$ cat src/common/icache_macros.svh
`ifndef ICACHE_MACROS_SVH
`define ICACHE_MACROS_SVH

// cache geometry
`define ICACHE_WAYS        2
`define ICACHE_SETS        128
`define ICACHE_LINE_BEATS  8

// address split into tag, index and offset
`define ICACHE_OFFSET_BITS 5
`define ICACHE_INDEX_BITS  7
`define ICACHE_TAG_BITS    20

// two instructions per fetch group
`define ICACHE_GROUP_BITS  64

`endif

$ cat src/common/icache_pkg.sv
`include "icache_macros.svh"

package icache_pkg;

    // one tag slot of a way
    typedef struct packed {
        logic                        valid;
        logic [`ICACHE_TAG_BITS-1:0] tag;
    } tag_entry_t;

    // refill controller states
    typedef enum logic [2:0] {
        IDLE  = 3'd0,
        REQ   = 3'd1,
        FILL  = 3'd2,
        CACOP = 3'd3,
        HOLD  = 3'd4
    } refill_state_e;

    // index-based maintenance from commit
    typedef enum logic [1:0] {
        OP_INIT    = 2'd0,
        OP_IDX_INV = 2'd1
    } cacop_op_e;

endpackage

$ cat src/icache/icache_lookup.sv
`timescale 1ns/1ps
`include "icache_macros.svh"

module icache_lookup import icache_pkg::*; (
    input  logic                                            clk,
    input  logic                                            rst_n,
    input  logic                                            flush_i,
    input  logic                                            fetch_valid_i,
    input  logic [31:0]                                     fetch_addr_i,
    output logic                                            fetch_ready_o,
    output logic                                            out_valid_o,
    output logic [`ICACHE_GROUP_BITS-1:0]                   out_insts_o,
    input  logic                                            out_ready_i,
    output logic [`ICACHE_INDEX_BITS+1:0]                   rd_index_o,
    input  tag_entry_t [`ICACHE_WAYS-1:0]                   rd_tags_i,
    input  logic [`ICACHE_WAYS-1:0][`ICACHE_GROUP_BITS-1:0] rd_data_i,
    output logic                                            miss_o,
    output logic [31:0]                                     miss_addr_o,
    input  logic                                            busy_i,
    input  logic                                            fill_done_i,
    input  logic [`ICACHE_GROUP_BITS-1:0]                   fill_insts_i
);
    localparam int GROUP_LSB = `ICACHE_OFFSET_BITS - 2;

    logic                          s1_valid_q;
    logic [31:0]                   s1_addr_q;
    logic [`ICACHE_WAYS-1:0]       way_hit;
    logic                          hit;
    logic [`ICACHE_GROUP_BITS-1:0] hit_insts;
    logic                          out_valid_q;
    logic [`ICACHE_GROUP_BITS-1:0] out_insts_q;
    logic                          out_free;
    logic                          s1_done;
    logic                          fetch_fire;
    logic [31:0]                   fetch_aligned;

    // misaligned pcs just drop to the group boundary
    assign fetch_aligned = {fetch_addr_i[31:GROUP_LSB], {GROUP_LSB{1'b0}}};

    always_comb begin
        hit_insts = '0;
        for (int w = 0; w < `ICACHE_WAYS; w++) begin
            way_hit[w] = rd_tags_i[w].valid &&
                         (rd_tags_i[w].tag == s1_addr_q[31 -: `ICACHE_TAG_BITS]);
            if (way_hit[w]) begin
                hit_insts = rd_data_i[w];
            end
        end
    end

    assign hit      = |way_hit;
    assign out_free = !out_valid_q || out_ready_i;
    assign s1_done  = s1_valid_q && (hit || fill_done_i) && out_free;

    assign fetch_ready_o = !busy_i && (!s1_valid_q || s1_done);
    assign fetch_fire    = fetch_valid_i && fetch_ready_o;

    // a waiting lookup keeps re-reading its own address
    assign rd_index_o = fetch_fire ? fetch_aligned[GROUP_LSB +: `ICACHE_INDEX_BITS+2]
                                   : s1_addr_q[GROUP_LSB +: `ICACHE_INDEX_BITS+2];

    assign miss_o      = s1_valid_q && !hit && !flush_i;
    assign miss_addr_o = s1_addr_q;

    always_ff @(posedge clk) begin
        if (!rst_n) begin
            s1_valid_q <= 1'b0;
        end else if (flush_i) begin
            s1_valid_q <= 1'b0;
        end else if (fetch_fire) begin
            s1_valid_q <= 1'b1;
        end else if (s1_done) begin
            s1_valid_q <= 1'b0;
        end
    end

    always_ff @(posedge clk) begin
        if (fetch_fire) begin
            s1_addr_q <= fetch_aligned;
        end
    end

    // output stage
    always_ff @(posedge clk) begin
        if (!rst_n) begin
            out_valid_q <= 1'b0;
        end else if (flush_i) begin
            out_valid_q <= 1'b0;
        end else if (s1_done) begin
            out_valid_q <= 1'b1;
        end else if (out_ready_i) begin
            out_valid_q <= 1'b0;
        end
    end

    always_ff @(posedge clk) begin
        if (s1_done) begin
            out_insts_q <= fill_done_i ? fill_insts_i : hit_insts;
        end
    end

    assign out_valid_o = out_valid_q && !flush_i;
    assign out_insts_o = out_insts_q;

endmodule

$ cat config.mk
export PLATFORM = sky130hd
export DESIGN_NAME = icache_lookup
export DESIGN_NICKNAME = d
export VERILOG_FILES = /design/src/common/icache_pkg.sv /design/src/icache/icache_lookup.sv
export VERILOG_INCLUDE_DIRS = /design/src /design/src/common
export SDC_FILE = /design/constraint.sdc
export NUM_CORES = 1
export LEC_CHECK = 0
export ABC_CLOCK_PERIOD_IN_PS = 6500
export BUFFER_PORTS_ARGS = -buffer_cell sky130_fd_sc_hd__buf_2
export CORE_AREA = 2 2 148 150
export CTS_CLUSTER_SIZE = 20
export DETAILED_ROUTE_END_ITERATION = 8
export DIE_AREA = 0 0 150 152
export HOLD_SLACK_MARGIN = 0.05
export PLACE_DENSITY = 0.48
export SETUP_SLACK_MARGIN = 0.15
export SLEW_MARGIN = 40
export SYNTH_ARGS = -nofsm -noshare
export SYNTH_HDL_FRONTEND = slang
export SYNTH_SLANG_ARGS = --single-unit
$ cat constraint.sdc
create_clock -name clk -period 6.5 [get_ports clk]
set_clock_uncertainty 0.1 [all_clocks]
set_input_delay 0.325 -clock clk [delete_from_list [all_inputs] [get_ports clk]]
set_output_delay 0.325 -clock clk [all_outputs]
set_load 0.05 [all_outputs]
==> metrics.md <==
| Metric | Value |
|---|---|
| Register area share after synthesis | 57.20% |
| Hold Vio Cnt, Final | 0 |
| Min-delay worst type | input port to flip-flop |
| Final non-filler cell total | 1,136 |
| Met3 Wirelength | 1660 um |
| Worst skew pair latency | 0.35 ns |
| Worst Max-Slew Pin Slew | 0.7581 ns |
| CTS Buf Count | 9 |
| IO buf count | 374 |
| EDFF count, synth | 93 |
| Die Wd | 150 um |
| Clock slew at reported path FFs | 0.07 ns |
| H-tree depth | 3 |
| Highest cell delay on the worst timing path | 0.60 ns |
| Post-synth top flop | edfxtp_1 |
| Fin crit share | 56.90% |
| Die area | 0.02280 mm2 |
| Maximum clock path buffer count | 2 |
| RSZ-0062 raised after global routing | false |
| Maximum VDD drop | 0.1041 mV |
| Ys Warns | 0 |
| Fin. max-slew vios | 0 |
| Peak Freq | 270.4 MHz |
| DRT Wirelength | 18,590 um |
| Setup Viol. Count Final | 0 |
| Clk sinks | 95 |
| Leakage | 3.565 nW |
| Pin count of the biggest net entering global routing | 81 |
| Post-synthesis register bit count | 95 |
| Metal-1 WL | 7028 um |
| Area of placed instances | 0.007084 mm2 |
| Inst Count DP | 1,093 |
| Top-count cell post-synth | edfxtp_1 |
| Initial DRC Count | 146 |
| Initial antenna violation count | 2 |
| Status | finished clean |
| Fin area | 0.007631 mm2 |
| Worst EP required | 6.37 ns |
| Worst path bufs/invs | 2 |
| GRT overflow | 0 |
| Slowest-stage cell, CP | buf_4 |
| Fraction of registers with async set/reset | 0% |
| Mean area per synthesized cell | 10.56 um2 |
| Dpl hpwl | 14,060 um |
| DRC violations left | 0 |
| Post-CTS sizing | 0 |
| Cell Area, Synth | 0.004952 mm2 |
| Setup TNS | 0 ns |
| Minimum clock period | 3.698 ns |
| Multi-input logic area | 0.001971 mm2 |
| Yosys top cell area share | 56.39% |
| Slew headroom | 49.46% |
| Family with the most delay on the worst path | simple AND/OR/NAND/NOR gates |
| Max-cap viol count | 0 |
| Area growth syn-to-layout | 54.09% |
| Most frequent cells after synthesis | edfxtp_1 (93), a21oi_1 (67), nand2_1 (65), and3_1 (64), o21ai_0 (49) |
| WS Path Type | flip-flop to flip-flop |
| Synth cell types | 28 |
| FP Rows | 54 |
| # fillers | 2,238 |
| Global Route Usage Sum | 15.91% |
| CTS tree | done |
| Critical Path Sink Type | flip-flop |
| Highest metal used | met4 |
| Routed WL per cell | 16.36 um |
| First-pass GRT wire length | 27,630 um |
| Core ar. | 0.02135 mm2 |
| Starting density of the core | 23.20% |
| Cell count after synthesis | 469 |
| Crit path max fanout | 65 |
| Startpoint types | flip-flop |
| Via/cell ratio | 4.342 |
| Ports | 381 |
| Power per Cell Area | 192.9 mW/mm2 |
| Fraction of layout cells with a size suffix above 1 | 47.66% |
| Worst EP arrival | 3.57 ns |
| Die H | 152 um |
| Final-stage net count | 1,122 |
| DR WL met2 | 9472 um |
| Routed Antenna Nets | 0 |
| Gpl congestion | 0.8254 |
| Leading area contributor after synthesis | edfxtp_1 |
| FF+latch area | 0.002833 mm2 |
| Via count | 4,932 |
| Crit-path cells | xnor2_1 -> nand4_1 -> nor4_1 -> and4_2 -> buf_4 -> or2_2 -> o21ai_0 -> nor2b_4 -> buf_6 |
| Initial DRT Pass Iterations | 5 |
| Largest cells by area after synthesis | edfxtp_1 (56%), and3_1 (8.1%), a21oi_1 (6.8%) |
| CTS Root Buffer Type | clkbuf_16 |
| Vias in the first global route | 5,024 |
-- cells by family (layout without fill, tap and decap cells) --
group / count (synthesis) / after routing / share of synthesized area (%)
mux: 9 / 9 / 2.653
other cells: 1 / 5 / 0.07572
buf+inv: 40 / 423 / 3.512
xor+xnor: 40 / 40 / 7.074
compound gates: 134 / 134 / 13.67
simple gates: 150 / 150 / 15.82
flops: 95 / 95 / 57.20
-- flip-flops by register name, indices dropped and copies added, names as in the netlist --
signal	flops
s1_valid_q	1
out_valid_q	1
out_insts_o	64
miss_addr_o	29
-- power breakdown --
group / total [mW] / switching, mW / internal, mW
combinational: 0.239 / 0.133 / 0.106
clock: 0.537 / 0.238 / 0.299
sequential: 0.697 / 0.00878 / 0.688
total: 1.47 / 0.379 / 1.09
-- stage by stage --
stage               util [%]  worst slack [ns]  power (mW)  hold WS, ns
finish                 35.74             2.802       1.472      0.07387
CTS                    35.72             2.722       1.503      0.05101
floorplan                  -             1.104      0.8298       0.3239
global route           35.72             2.474       1.533      0.05963
global placement       33.16             2.537      0.9374       0.3903
detailed placement     33.18             2.732      0.9395       0.3987
-- cell type report --
type	instances	area share (%)
timing repair buffer	405	28.48
inverter	2	0.09838
antenna	2	0.06558
clock buffer	11	3.050
sequential	95	37.12
tap	280	4.591
multi-input combinational	336	25.82
clock inverter	5	0.7706
-- worst paths after layout --
path              startpoint              end  slack, ns  cells past startpoint
max          miss_addr_o[26]  out_insts_o[52]       2.80                      9
min          fetch_addr_i[7]   miss_addr_o[7]       0.07                      1
max reg2reg  miss_addr_o[26]  out_insts_o[52]       2.80                      9
min reg2reg       s1_valid_q       s1_valid_q       0.41                      2
-- layout by cell type, fill, tap and decap left out --
cell type      Yosys  layout
buf_2              4     373
edfxtp_1          93      93
a21oi_1           67      67
nand2_1           65      65
and3_1            64      64
o21ai_0           49      49
xnor2_1           28      28
dlygate4sd3_1      0      25
o21ai_1           16      16
xor2_1            12      12
clkbuf_16          0       9
mux2_4             8       8
nand4_1            7       7
buf_4              3       6
nor4_1             4       4
conb_1             1       3
diode_2            0       2
nand3_1            2       2
nand2b_1           2       2
clkinv_4           0       2
clkbuf_1          30       2
dfxtp_1            2       2
and4_2             0       1
nor4_4             0       1
or2_2              1       1
nor2b_4            0       1
o31ai_1            1       1
inv_1              2       1
a211o_1            1       1
inv_2              0       1
mux2_2             1       1
nor3b_1            1       1
nor2b_1            2       1
clkinv_1           0       1
bufinv_16          0       1
clkinvlp_4         0       1
buf_6              1       1
-- per-layer routing --
| layer | vias up | GRT usage [%] |
|---|---|---|
| li1 | 2469 | - |
| met1 | 2204 | 16.86 |
| met2 | 235 | 29.27 |
| met3 | 24 | 5.315 |
| met4 | 0 | 5.166 |
| met5 | - | 0 |
-- timing repair --
item                      4_1_cts  5_1_grt
setup buffers                   0        0
hold endpoints to repair       25        0
hold buffers                   25        0
(Power assumes the default switching activity.)
