### config.mk
export PLATFORM = sky130hd
export DESIGN_NAME = icache_refill
export DESIGN_NICKNAME = d
export VERILOG_FILES = /design/src/common/icache_pkg.sv /design/src/icache/icache_refill.sv
export VERILOG_INCLUDE_DIRS = /design/src /design/src/common
export SDC_FILE = /design/constraint.sdc
export NUM_CORES = 1
export LEC_CHECK = 0
export BUFFER_PORTS_ARGS = -buffer_cell sky130_fd_sc_hd__buf_2
export CAP_MARGIN = 20
export CORE_ASPECT_RATIO = 1.4
export CORE_MARGIN = 5
export CORE_UTILIZATION = 45
export DETAILED_ROUTE_END_ITERATION = 16
export PLACE_DENSITY = 0.7
export SLEW_MARGIN = 20
export SYNTH_ARGS = -nofsm -noshare
export SYNTH_HDL_FRONTEND = slang
export SYNTH_SLANG_ARGS = --single-unit
export TNS_END_PERCENT = 30
### constraint.sdc
create_clock -name clk -period 5.6 [get_ports clk]
set_input_delay 0.28 -clock clk [delete_from_list [all_inputs] [get_ports clk]]
set_output_delay 0.28 -clock clk [all_outputs]
set_load 0.01 [all_outputs]
### src/common/icache_macros.svh
`ifndef ICACHE_MACROS_SVH
`define ICACHE_MACROS_SVH

// cache geometry
`define ICACHE_WAYS        2
`define ICACHE_SETS        128
`define ICACHE_LINE_BEATS  8

// address split into tag, index and offset
`define ICACHE_OFFSET_BITS 5
`define ICACHE_INDEX_BITS  7
`define ICACHE_TAG_BITS    20

// two instructions per fetch group
`define ICACHE_GROUP_BITS  64

`endif

### src/common/icache_pkg.sv
`include "icache_macros.svh"

package icache_pkg;

    // one tag slot of a way
    typedef struct packed {
        logic                        valid;
        logic [`ICACHE_TAG_BITS-1:0] tag;
    } tag_entry_t;

    // refill controller states
    typedef enum logic [2:0] {
        IDLE  = 3'd0,
        REQ   = 3'd1,
        FILL  = 3'd2,
        CACOP = 3'd3,
        HOLD  = 3'd4
    } refill_state_e;

    // index-based maintenance from commit
    typedef enum logic [1:0] {
        OP_INIT    = 2'd0,
        OP_IDX_INV = 2'd1
    } cacop_op_e;

endpackage

### src/icache/icache_refill.sv
`timescale 1ns/1ps
`include "icache_macros.svh"

module icache_refill import icache_pkg::*; (
    input  logic                            clk,
    input  logic                            rst_n,
    input  logic                            miss_i,
    input  logic [31:0]                     miss_addr_i,
    output logic                            mem_req_valid_o,
    output logic [31:0]                     mem_addr_o,
    output logic [7:0]                      mem_len_o,
    input  logic                            mem_req_ready_i,
    input  logic                            mem_data_valid_i,
    input  logic [31:0]                     mem_data_i,
    input  logic                            cacop_valid_i,
    input  cacop_op_e                       cacop_op_i,
    input  logic [31:0]                     cacop_addr_i,
    output logic                            cacop_done_o,
    output logic [`ICACHE_INDEX_BITS-1:0]   wr_index_o,
    output logic [1:0]                      wr_word_o,
    output logic [$clog2(`ICACHE_WAYS)-1:0] wr_way_o,
    output logic                            wr_tag_we_o,
    output tag_entry_t                      wr_tag_o,
    output logic                            wr_data_we_o,
    output logic [`ICACHE_GROUP_BITS-1:0]   wr_data_o,
    output logic [`ICACHE_WAYS-1:0]         inv_mask_o,
    output logic                            busy_o,
    output logic                            fill_done_o,
    output logic [`ICACHE_GROUP_BITS-1:0]   fill_insts_o
);
    localparam int BEAT_BITS = $clog2(`ICACHE_LINE_BEATS);
    localparam logic [BEAT_BITS-1:0] LAST_BEAT = BEAT_BITS'(`ICACHE_LINE_BEATS - 1);

    refill_state_e                 state_q;
    refill_state_e                 state_d;
    logic [BEAT_BITS-1:0]          beat_q;
    logic [31:0]                   line_addr_q;
    logic [1:0]                    group_q;
    logic [31:0]                   low_word_q;
    logic [`ICACHE_GROUP_BITS-1:0] fill_insts_q;
    logic [`ICACHE_SETS-1:0]       repl_q;
    logic                          cacop_done_q;
    logic [`ICACHE_INDEX_BITS-1:0] line_set;
    logic                          beat_fire;
    logic                          cacop_take;
    logic                          miss_take;

    assign line_set   = line_addr_q[`ICACHE_OFFSET_BITS +: `ICACHE_INDEX_BITS];
    assign beat_fire  = (state_q == FILL) && mem_data_valid_i;
    // commit still holds the op in the cycle done is high
    assign cacop_take = (state_q == IDLE) && cacop_valid_i && !cacop_done_q;
    assign miss_take  = (state_q == IDLE) && !cacop_take && miss_i;

    always_comb begin
        state_d = state_q;
        case (state_q)
            IDLE: begin
                if (cacop_take) begin
                    state_d = CACOP;
                end else if (miss_take) begin
                    state_d = REQ;
                end
            end
            REQ: begin
                if (mem_req_ready_i) begin
                    state_d = FILL;
                end
            end
            FILL: begin
                if (beat_fire && (beat_q == LAST_BEAT)) begin
                    state_d = HOLD;
                end
            end
            default: begin
                state_d = IDLE;
            end
        endcase
    end

    // beat counter wraps back to zero after the last beat
    always_ff @(posedge clk) begin
        if (!rst_n) begin
            state_q      <= IDLE;
            beat_q       <= '0;
            repl_q       <= '0;
            cacop_done_q <= 1'b0;
        end else begin
            state_q      <= state_d;
            cacop_done_q <= (state_q == CACOP);
            if (beat_fire) begin
                beat_q <= beat_q + 1'b1;
            end
            if (wr_tag_we_o) begin
                repl_q[line_set] <= ~repl_q[line_set];
            end
        end
    end

    always_ff @(posedge clk) begin
        if (miss_take) begin
            line_addr_q <= {miss_addr_i[31:`ICACHE_OFFSET_BITS], {`ICACHE_OFFSET_BITS{1'b0}}};
            group_q     <= miss_addr_i[`ICACHE_OFFSET_BITS-1 -: 2];
        end
        if (beat_fire && !beat_q[0]) begin
            low_word_q <= mem_data_i;
        end
        if (wr_data_we_o && (wr_word_o == group_q)) begin
            fill_insts_q <= wr_data_o;
        end
    end

    assign mem_req_valid_o = (state_q == REQ);
    assign mem_addr_o      = line_addr_q;
    assign mem_len_o       = 8'(`ICACHE_LINE_BEATS);

    // an odd beat completes a group with the upper word at the higher address
    assign wr_index_o   = (state_q == CACOP)
                        ? cacop_addr_i[`ICACHE_OFFSET_BITS +: `ICACHE_INDEX_BITS]
                        : line_set;
    assign wr_word_o    = beat_q[BEAT_BITS-1:1];
    assign wr_way_o     = repl_q[line_set];
    assign wr_data_we_o = beat_fire && beat_q[0];
    assign wr_data_o    = {mem_data_i, low_word_q};
    assign wr_tag_we_o  = wr_data_we_o && (beat_q == LAST_BEAT);
    assign wr_tag_o     = '{valid: 1'b1, tag: line_addr_q[31 -: `ICACHE_TAG_BITS]};

    always_comb begin
        inv_mask_o = '0;
        if (state_q == CACOP) begin
            if (cacop_op_i == OP_INIT) begin
                inv_mask_o = '1;
            end else begin
                inv_mask_o[cacop_addr_i[0]] = 1'b1;
            end
        end
    end

    assign cacop_done_o = cacop_done_q;
    assign busy_o       = (state_q != IDLE);
    assign fill_done_o  = (state_q == HOLD);
    assign fill_insts_o = fill_insts_q;

endmodule

==> metrics.md <==
| Metric | Value |
|---|---|
| Die area | between 0.02 and 0.03 mm² |
| Core Region | 0.02450 mm² |
| Sequential share of the synthesized area | 57.94% |
| Num Clock Sinks | 260 |
| Fin. Hold Viols | 0 |
| Cell Area, Placed | approximately 0.012 mm² |
| Final min period | 3.931 ns |
| Detailed Route Iter0 Violations | 787 |
| Vias in the first global route | 8883 |
| Num CTS Buffers | 25 |
| Htree depth | 1 |
| Warnings, synthesis | 0 |
| CP Capture Type | output port |
| Rows | 68 |
| First-pass GRT wire length | 51.78 mm |
| Hold slack | 0.02689 ns |
| HP Class | in2reg |
| Port Buffers | approximately 270 |
| CTS tree | done |
| Max Slew Vio Count | 0 |
| Power consumption | 4056 µW |
| Post-synthesis async set-or-reset flop share | 0% |
| Flop pwr share | 50.5% |
| Final HPWL from detailed placement | 22.12 mm |
| Post-cts sizing count | 0 |
| # DRC | 0 |
| Initial antenna violation count | 2 |
| Total Routed Length | 33.62 mm |
| Net Sw Power | roughly 920 µW |
| Residual overflow from global routing | 0 |
| CTS Root Cell | clkbuf_16 |
| Largest net degree at the start of global routing | 65 |
| Max-Cap Viols | 0 |
| Die X | about 140 µm |
| Layout cells sized above 1 | a little under a third |
| Status | complete, no violations |
| Via count | 8705 |
| Worst-margin pin slew | 1.148 ns |
| Max incr delay on CP | 0.87 ns |
| Main flop type after synthesis | dfxtp_1 |
| Required time worst endpoint | 5.32 ns |
| Chip Height | 196.2 µm |
| Final setup viols | 0 |
| Via density | 5.638 |
| Placer congestion estimate | 0.8706 |
| Worst Path Max Fanout | 23 |
| Critical-path top delay cell | edfxtp_1 |
| Yosys reg bits | 260 |
| Area growth syn-to-layout | 22.41% |
| DP Cell Count | 1438 |
| Syn Area/Cell | 11.56 µm² |
| RSZ-0062 raised after global routing | no |
| Worst Clk Skew | between 0.01 and 0.015 ns |
| Worst Path Arrival | 3.65 ns |
| Post-Syn Area | 0.01114 mm² |
| Static Leak | roughly 0.0053 µW |
| 1st-pass router iterations | 5 |
| Post-synth EDFFs | about 130 |
| Total negative slack | 0 ns |
| Routed Antenna Nets | 0 |
| Logic pwr share | 7.4% |
| Int Pwr | ~3100 µW |
| Pwr Density | 297.3 mW/mm² |
| Fmax | 254.4 MHz |
| Cell Chain, Critical Path | buf_4 -> inv_1 -> nand4_1 -> o311ai_2 -> nor2_2 -> nand4bb_1 -> buf_2 |
| CP Class | reg2out |
| Clock Latency Late Sink | 0.52 ns |
| # nets final | 1316 |
| Slew HR | 23.41% |
| Switching Share | 22.74% |
| Design Area, Final | 0.01364 mm² |
| CP startpoint kind | flop |
| Clock Path Buffers | 3 |
| Final Non-Filler Cells | 1544 |
| Clock power frac | 42.1% |
| Average routed wire per standard cell | ~22 µm |
| I/O pin cnt | slightly above 300 |
| Syn Inst Count | 964 |
| Maximum vdd drop | 0.3066 mV |
| Reg clk slew, reported paths | 0.06 ns |
| Post-synth cell types | 60 |
| Initial Util | approximately 45% |
| Fin crit share | 70.19% |
| Gr usage total | 23.46% |
==> worst paths after layout <==
path,from,endpoint,slack (ns),cells past startpoint
worst max-delay path,mem_addr_o[6]$_DFFE_PP_,wr_way_o,1.67,7
worst min-delay path,mem_data_i[16],fill_insts_o[48]$_DFFE_PP_,0.03,1
worst max register to register,mem_addr_o[6]$_DFFE_PP_,repl_q[89]$_SDFFE_PN0P_,2.34,7
worst min register to register,low_word_q[24]$_DFFE_PP_,fill_insts_o[24]$_DFFE_PP_,0.45,0
==> area by class of cell <==
class	count	area, µm²
Antenna cell	1	2.502
Clock buffer	33	686.9
Clock inverter	12	135.1
Fill cell	2012	10860
Inverter	7	26.28
Multi-Input combinational cell	572	3880
Sequential cell	260	6456
Tap cell	315	394.1
Timing Repair Buffer	344	2059
==> critical path: cells and delay by family, from the launching register on <==
family	cells	cell delay [ns]
flip-flops	1	0.87
AND/OR/NAND/NOR	3	1.22
AO/OA/AOI/OAI	1	0.16
buffers and inverters	3	0.87
==> cell usage after synthesis, types with 10 or more instances <==
library cell / instances / area share, %
nor4_1: 10 / 0.56
mux2i_1: 57 / 5.1
mux4_2: 16 / 3.2
o311a_1: 16 / 1.4
nand3_1: 21 / 0.94
nor2_1: 106 / 3.6
a221oi_1: 11 / 0.86
clkbuf_1: 40 / 1.3
o21bai_1: 16 / 1.1
a311oi_2: 10 / 1.3
nor3_1: 13 / 0.58
o21ai_0: 46 / 2.1
a21oi_1: 73 / 3.3
edfxtp_1: 125 / 34
buf_4: 71 / 4.8
dfxtp_1: 135 / 24
buf_2: 18 / 0.81
nand2_1: 59 / 2.0
==> kinds of logic after synthesis <==
group                      count (synthesis)  synth area share (%)
buffers and inverters                    144                 7.815
other                                      2               0.06740
and+or+nand+nor                          270                 11.40
xor gates and xnor gates                   3                0.2358
DFF                                      260                 57.94
AOI/OAI and AO/OA                        198                 12.35
adders and majority gates                  2                0.2245
muxes                                     85                 9.971
==> power by group through the flow <==
stage	combinational, µW	sequential, µW	clock [µW]
final	301	2050	1710
after global routing	321	2050	1810
after CTS	295	2050	1730
after detailed placement	262	2090	0
after global placement	261	2090	0
after floorplan	166	2090	0
==> state kept, by name, summed over array words and instances (netlist names) <==
register / flops
repl_q: 128
state_q: 3
beat_q: 3
cacop_done_o: 1
low_word_q: 32
fill_insts_o: 64
group_q: 2
mem_addr_o: 27
==> per-stage QoR <==
step,setup WS [ns],util [%]
finish,1.669,55.67
global route,1.435,55.66
CTS,1.672,55.66
detailed placement,2.220,49.85
global placement,2.251,49.84
floorplan,2.462,-
==> repair_timing <==
item,in CTS,in global routing
hold buffers,60,0
endpoints found under the hold margin,91,0
setup buffers,0,0
==> per-layer routing <==
layer / vias to the layer above / share of wire (%) / global-route usage [%]
li1: 3950 / - / -
met1: 4216 / 36 / 27.74
met2: 448 / 51 / 40.49
met3: 87 / 9.3 / 6.803
met4: 4 / 3.5 / 8.172
met5: - / 0.062 / 0
==> layout by cell type (no fill, tap or decap), types with 10 or more instances in the layout <==
cell	instances
o21bai_1	16
a311oi_2	10
o311a_1	16
nand2_1	59
nor2_1	104
a21oi_1	73
clkbuf_16	25
edfxtp_1	125
mux2i_1	57
o21ai_0	46
buf_4	15
buf_2	269
dlygate4sd3_1	60
dfxtp_1	135
nor4_1	10
conb_1	14
nand3_1	21
nor3_1	13
a221oi_1	11
mux4_2	16
Note: power is estimated with default switching activity, not from simulation.
